`config.mk`:
```
export PLATFORM = sky130hd
export DESIGN_NAME = multiplier_32x32
export DESIGN_NICKNAME = d
export VERILOG_FILES = /design/src/mul_op_pkg.sv /design/src/mul_result_pkg.sv /design/src/mul_pipe_ctrl.sv /design/src/mul_row_lo.sv /design/src/mul_row_hi.sv /design/src/mul_combine.sv /design/src/multiplier_32x32.sv
export VERILOG_INCLUDE_DIRS = /design/src /design/src/src
export SDC_FILE = /design/constraint.sdc
export NUM_CORES = 2
export LEC_CHECK = 0
export ABC_AREA = 1
export BUFFER_PORTS_ARGS = -buffer_cell sky130_fd_sc_hd__clkbuf_2
export CELL_PAD_IN_SITES_DETAIL_PLACEMENT = 0
export CELL_PAD_IN_SITES_GLOBAL_PLACEMENT = 1
export CORE_MARGIN = 1.5
export CORE_UTILIZATION = 53
export DETAILED_ROUTE_END_ITERATION = 7
export GPL_TIMING_DRIVEN = 0
export PLACE_DENSITY = 0.95
export RECOVER_POWER = 50
export SLEW_MARGIN = 20
export SYNTH_ARGS = -nofsm -noshare
export SYNTH_HDL_FRONTEND = slang
export SYNTH_SLANG_ARGS = --single-unit
```
`constraint.sdc`:
```
create_clock -name clk -period 17.7 [get_ports clk]
set_clock_uncertainty 0.05 [all_clocks]
set_input_delay 0 -clock clk [delete_from_list [all_inputs] [get_ports clk]]
set_output_delay 0 -clock clk [all_outputs]
set_load 0.1 [all_outputs]
```
`src/mul_settings.svh`:
```
// Width settings for the 32x32 multiplier, included by every file that sizes a bus
`ifndef MUL_SETTINGS_SVH
`define MUL_SETTINGS_SVH

// ------------------------------------------------------------
// Operand and product sizes
// ------------------------------------------------------------

// Width of each operand a and b
`define MUL_WIDTH 32

// Bit position where b is cut into a low and a high half
`define MUL_SPLIT 16

// Full product, never truncated
`define MUL_PROD_WIDTH (2 * `MUL_WIDTH)

`endif

```
`src/mul_op_pkg.sv`:
```
// Operation types for the multiplier: opcodes, operand type and operand-a extension
`default_nettype none

`include "mul_settings.svh"

package mul_op_pkg;

   // ------------------------------------------------------------
   // Opcodes
   // ------------------------------------------------------------

   // First letter is the signedness of a, second the signedness of b
   typedef enum logic [1:0] {
      MUL_UU = 2'b00,
      MUL_SS = 2'b01,
      MUL_SU = 2'b10,
      MUL_US = 2'b11
   } mul_op_e;

   // Raw operand as it arrives on the input port
   typedef logic [`MUL_WIDTH-1:0] mul_operand_t;

   // Extend a by one bit so that both rows see a signed multiplicand
   // Sign extension only when the opcode treats a as signed
   function automatic logic signed [`MUL_WIDTH:0] mul_ext_a(input mul_operand_t a,
                                                            input mul_op_e op);
      logic a_signed;
      a_signed = (op == MUL_SS) || (op == MUL_SU);
      return $signed({a_signed & a[`MUL_WIDTH-1], a});
   endfunction

endpackage

`default_nettype wire

```
`src/mul_result_pkg.sv`:
```
// Result types for the multiplier: partial products of the two rows and the full product
`default_nettype none

`include "mul_settings.svh"

package mul_result_pkg;

   // ------------------------------------------------------------
   // Partial and full products
   // ------------------------------------------------------------

   // Extended a (width + 1) times an extended half of b (split + 1)
   localparam int MUL_PARTIAL_WIDTH = (`MUL_WIDTH + 1) + (`MUL_SPLIT + 1);

   // Always signed, the extension bits carry the operand signedness
   typedef logic signed [MUL_PARTIAL_WIDTH-1:0] mul_partial_t;

   // Full-width product handed to the output port
   typedef logic [`MUL_PROD_WIDTH-1:0] mul_product_t;

endpackage

`default_nettype wire

```
`src/mul_pipe_ctrl.sv`:
```
// Two-stage occupancy tracking and stall logic for the multiplier pipeline
`default_nettype none
`timescale 1ns/1ps

module mul_pipe_ctrl (
   input  logic clk,
   input  logic rst_n,
   input  logic in_valid,
   input  logic out_ready,
   output logic in_ready,
   output logic load_s1,
   output logic load_s2,
   output logic out_valid
);

   // Stage holds a valid item
   logic s1_full;
   logic s2_full;

   // ------------------------------------------------------------
   // Advance conditions
   // ------------------------------------------------------------

   // Stage 2 takes the item when it is free or being drained this edge
   assign load_s2 = s1_full && (!s2_full || out_ready);

   // Stage 1 can take a new pair when empty or moving on
   assign in_ready = !s1_full || load_s2;
   assign load_s1  = in_ready && in_valid;

   // Stage 2 flag is the product-valid seen outside
   assign out_valid = s2_full;

   // ------------------------------------------------------------
   // Occupancy flags
   // ------------------------------------------------------------

   always_ff @(posedge clk) begin
      if (!rst_n) begin
         s1_full <= 1'b0;
         s2_full <= 1'b0;
      end else begin
         // New item wins over the one leaving
         if (load_s1) begin
            s1_full <= 1'b1;
         end else if (load_s2) begin
            s1_full <= 1'b0;
         end
         // Drained with nothing behind it
         if (load_s2) begin
            s2_full <= 1'b1;
         end else if (out_ready) begin
            s2_full <= 1'b0;
         end
      end
   end

endmodule

`default_nettype wire

```
`src/mul_row_lo.sv`:
```
// First-stage row multiplying the extended a by the low half of b
`default_nettype none
`timescale 1ns/1ps

`include "mul_settings.svh"

module mul_row_lo
   import mul_op_pkg::*;
   import mul_result_pkg::*;
(
   input  logic         clk,
   input  logic         rst_n,
   input  logic         load_s1,
   input  mul_operand_t a,
   input  mul_operand_t b,
   input  mul_op_e      op_sel,
   output mul_partial_t partial_lo
);

   // Multiplicand and low multiplier, both signed for the product
   logic signed [`MUL_WIDTH:0] a_ext;
   logic signed [`MUL_SPLIT:0] b_lo_ext;
   mul_partial_t               prod_lo;

   // ------------------------------------------------------------
   // Partial product
   // ------------------------------------------------------------

   assign a_ext    = mul_ext_a(a, op_sel);
   // Low half carries no sign for any opcode
   assign b_lo_ext = $signed({1'b0, b[`MUL_SPLIT-1:0]});
   assign prod_lo  = a_ext * b_lo_ext;

   // Captured on the acceptance edge
   always_ff @(posedge clk) begin
      if (!rst_n) begin
         partial_lo <= '0;
      end else if (load_s1) begin
         partial_lo <= prod_lo;
      end
   end

endmodule

`default_nettype wire

```
`src/mul_row_hi.sv`:
```
// First-stage row multiplying the extended a by the high half of b
`default_nettype none
`timescale 1ns/1ps

`include "mul_settings.svh"

module mul_row_hi
   import mul_op_pkg::*;
   import mul_result_pkg::*;
(
   input  logic         clk,
   input  logic         rst_n,
   input  logic         load_s1,
   input  mul_operand_t a,
   input  mul_operand_t b,
   input  mul_op_e      op_sel,
   output mul_partial_t partial_hi
);

   // High half of b is the upper bits above the split point
   localparam int HI_W = `MUL_WIDTH - `MUL_SPLIT;

   logic                       b_signed;
   logic signed [`MUL_WIDTH:0] a_ext;
   logic signed [HI_W:0]       b_hi_ext;
   mul_partial_t               prod_hi;

   // ------------------------------------------------------------
   // Partial product
   // ------------------------------------------------------------

   // b is signed for SS and US, its sign sits in the high half
   assign b_signed = (op_sel == MUL_SS) || (op_sel == MUL_US);

   assign a_ext    = mul_ext_a(a, op_sel);
   assign b_hi_ext = $signed({b_signed & b[`MUL_WIDTH-1], b[`MUL_WIDTH-1:`MUL_SPLIT]});
   assign prod_hi  = a_ext * b_hi_ext;

   // Same edge as the low row
   always_ff @(posedge clk) begin
      if (!rst_n) begin
         partial_hi <= '0;
      end else if (load_s1) begin
         partial_hi <= prod_hi;
      end
   end

endmodule

`default_nettype wire

```
`src/mul_combine.sv`:
```
// Second stage that shifts and adds the two partial products into the final result
`default_nettype none
`timescale 1ns/1ps

`include "mul_settings.svh"

module mul_combine
   import mul_result_pkg::*;
(
   input  logic         clk,
   input  logic         rst_n,
   input  logic         load_s2,
   input  mul_partial_t partial_lo,
   input  mul_partial_t partial_hi,
   output mul_product_t result
);

   // Partials widened to product size, sign kept
   logic signed [`MUL_PROD_WIDTH-1:0] lo_wide;
   logic signed [`MUL_PROD_WIDTH-1:0] hi_wide;
   mul_product_t                      sum;

   // ------------------------------------------------------------
   // Shift and add
   // ------------------------------------------------------------

   // Signed source, so widening sign-extends
   assign lo_wide = partial_lo;
   assign hi_wide = partial_hi;

   // High row weighs 2^split, wrap beyond the product width is exact
   assign sum = mul_product_t'((hi_wide <<< `MUL_SPLIT) + lo_wide);

   // Output register, held while the sink stalls
   always_ff @(posedge clk) begin
      if (!rst_n) begin
         result <= '0;
      end else if (load_s2) begin
         result <= sum;
      end
   end

endmodule

`default_nettype wire

```
`src/multiplier_32x32.sv`:
```
// Top level of the pipelined 32x32 multiplier with valid/ready ports on both sides
`default_nettype none
`timescale 1ns/1ps

module multiplier_32x32
   import mul_op_pkg::*;
   import mul_result_pkg::*;
(
   input  logic         clk,
   input  logic         rst_n,
   input  mul_operand_t a,
   input  mul_operand_t b,
   input  mul_op_e      op_sel,
   input  logic         in_valid,
   output logic         in_ready,
   output logic         out_valid,
   input  logic         out_ready,
   output mul_product_t result
);

   // Stage enables from the controller
   logic load_s1;
   logic load_s2;

   // Stage-1 registers feeding the combiner
   mul_partial_t partial_lo;
   mul_partial_t partial_hi;

   // ------------------------------------------------------------
   // Pipeline control
   // ------------------------------------------------------------

   mul_pipe_ctrl u_ctrl (
      .clk       (clk),
      .rst_n     (rst_n),
      .in_valid  (in_valid),
      .out_ready (out_ready),
      .in_ready  (in_ready),
      .load_s1   (load_s1),
      .load_s2   (load_s2),
      .out_valid (out_valid)
   );

   // ------------------------------------------------------------
   // Stage 1, one row per half of b
   // ------------------------------------------------------------

   mul_row_lo u_row_lo (
      .clk        (clk),
      .rst_n      (rst_n),
      .load_s1    (load_s1),
      .a          (a),
      .b          (b),
      .op_sel     (op_sel),
      .partial_lo (partial_lo)
   );

   mul_row_hi u_row_hi (
      .clk        (clk),
      .rst_n      (rst_n),
      .load_s1    (load_s1),
      .a          (a),
      .b          (b),
      .op_sel     (op_sel),
      .partial_hi (partial_hi)
   );

   // Stage 2, drives the result port directly
   mul_combine u_combine (
      .clk        (clk),
      .rst_n      (rst_n),
      .load_s2    (load_s2),
      .partial_lo (partial_lo),
      .partial_hi (partial_hi),
      .result     (result)
   );

endmodule

`default_nettype wire

```
==> impl_metrics.ini <==
[outcome]
status = finished clean

[global_routing]
grt_antenna_before_repair = 10
grt_start_max_net_pins = 21
grt_use_met1_pct = 53.57
grt-busiest-layer = met2
grt_pass1_wl_microns = 283600
grt_use_met3_pct = 10.01
met2_usage_pct = 59.99
grt_overflow = 0
grt_use_total_pct = 39.69
grt_pass1_vias = 46370

[min_path]
hold_start = rst_n
hold_path.class = in2reg

[final_layout]
layout_common_cells = 2106 x inv_1, 1846 x nand2_1, 1026 x fa_1
fin_nets = 8584
drive_gt1_share_pct = 1.690
area_delta_synth_final_pct = 5.161
stdcell_count = 8483
nFillCells = 9382
final_common_cell = inv_1

[logic_synthesis]
yosysUniqueCellTypes = 42
synth_top_area_share_pct = 40.97
seq_area_frac_synth_pct = 6.548
ys_seq_elements = 164
synthesis.area_sq_mm = 0.05014
syn_avg_cell_area_sq_um = 7.068
synth_top_area_cell = fa_1
synth_cells = 7094
syn-num-nets = 8470
yosys_warnings = 0
yosys-top-cells-area = fa_1 41%, inv_1 16%, nand2_1 14%, ha_1 7.0%, dfxtp_1 6.5%

[floorplan]
die_w_microns = 310.6
initial_core_util_pct = 53.64
row_count = 112
pin_count = 136
die_h_microns = 310.6
die-area_sq_mm = 0.09646
core_area_sq_mm = 0.09347

[sta]
fin_crit_sh_pct = 41.55
fin_hold_ws_ns = 0.06591
hold_viol = 0
max-slew-margin-rel_pct = 11.98
fin_crit_ns = 7.355
max_freq_mhz = 136.0
slew_violations = 0
setup_violations = 0
tns_ns = 0
grt_setup_unrepaired = false
tightestPinTransition_ns = 1.320

[placement]
place.gp.congestion = 1.027
hpwl_microns = 160400
portBuffers = 93
placed_cells = 8441

[critical_path]
worst_path_most_repeated_cell = inv_1
path_class = in2reg
crit_fanout = 10
crit_path_end_kind = flip-flop
cp.arrival_ns = 7.66
crit_start = op_sel[0]
r2r-start = u_row_lo.partial_lo[49]
slowest_delay_ns = 0.86
cp_slowest_cell = fa_1
startpoint_type = input port
cp.required_ns = 18.01

[routing]
routed_wirelength_microns = 187600
postRouteAntennaNets = 0
first_pass_iters = 5
viasPerCell = 5.357
vias = 45440
dr.first_iter.drc_count = 4474
routedWlPerCell_microns = 22.11
drc = 0

[clock_network]
clk_pin_slew_worst_paths_ns = 0.08
clock-sinks = 164
cts_buffer_depth = 2
cts_tree = yes
root_buffer = clkbuf_16
h-tree-depth = 4
cts_buffers = 17
insertion_delay_ns = 0.46

[run]
drv_cap = 0
## final timing paths
check,endpoint,slack [ns],depth (start not counted)
worst max-delay path,u_row_lo.partial_lo[46],10.35,30
worst min-delay path,u_combine.result[33],0.07,4
worst max register to register,u_combine.result[51],14.64,10
worst min register to register,u_combine.result[14],0.41,2
## final cells by class
| class | instances | area [sq um] | share of cell area, % |
|---|---|---|---|
| Buffer | 290 | 1116 | 2.117 |
| Timing Repair Buffer | 95 | 404.1 | 0.7665 |
| Multi-Input combinational cell | 4533 | 37800 | 71.70 |
| Clock inverter | 15 | 196.4 | 0.3726 |
| Sequential cell | 164 | 3283 | 6.227 |
| Tap cell | 1254 | 1569 | 2.976 |
| Antenna cell | 8 | 20.02 | 0.03797 |
| Clock buffer | 17 | 425.4 | 0.8068 |
| Inverter | 2107 | 7909 | 15.00 |
## cell usage after synthesis
library cell and instances:
inv_1 2105, nand2_1 1841, fa_1 1026, nor2_1 513, ha_1 280, clkbuf_1 270
a21oi_1 207, o21ai_0 207, nand3_1 205, dfxtp_1 164, nand4_1 43, xor2_1 42
o21bai_1 23, nor3_1 19, buf_2 18, nand2_2 16, a21o_1 15, o21ai_1 12
o221ai_1 9, xnor2_1 9, or2_2 8, and2_1 7, nor2_2 7, nand3_2 6
a21boi_0 4, a31oi_1 4, nand3b_1 4, o211ai_1 4, o211ai_2 4, a31o_1 3
a31o_2 3, nor3_2 3, nor4_1 3, nor2_4 2, a211oi_1 1, buf_1 1
buf_4 1, clkinv_1 1, inv_2 1, nor4_2 1, o21a_1 1, or2_1 1
## per-stage QoR
stage | area (sq um) | util, % | worst slack [ns]
2_1_floorplan | 50140 | - | 11.99
3_3_place_gp | 52170 | 55.82 | 10.19
4_1_cts | 52810 | 56.50 | 10.56
3_5_place_dp | 52180 | 55.82 | 10.12
6_report | 52730 | 56.41 | 10.35
5_1_grt | 52710 | 56.39 | 10.00
## sequential cells by signal, summed over array words and instances (netlist names)
| register | count |
|---|---|
| u_combine.result | 64 |
| u_row_lo.partial_lo | 50 |
| u_row_hi.partial_hi | 48 |
| u_ctrl.out_valid | 1 |
| u_ctrl.s1_full | 1 |
## critical path: cells and delay by family
family                     cells  cell delay [ns]
buffers and inverters         11             1.89
adders and majority gates      7             3.82
and+or+nand+nor               12             1.93
## cells by family after synthesis
logic type,count (synthesis),share of synthesized area [%]
AND/OR/NAND/NOR,2679,21.23
AO/OA/AOI/OAI,497,5.383
flip-flops,164,6.548
XOR/XNOR,51,0.8909
adder cells (fa/ha/maj),1306,47.95
buffers and inverters,2397,18.00
## timing repair
action                                 in CTS  in global routing
gates resized for setup                     0                  0
setup buffers                               0                  0
hold buffers                                1                  0
endpoints found under the hold margin       2                  0
setup endpoints to repair                   0                  0
## per-layer routing
metal  vias up  wire, microns
li1      20400              -
met1     22370          76090
met2      2218          80480
met3       451          20680
met4         6          10300
met5         -             47
Power is not shown: default switching activity piles up to over one toggle a cycle in this logic, so the estimate is an artifact.
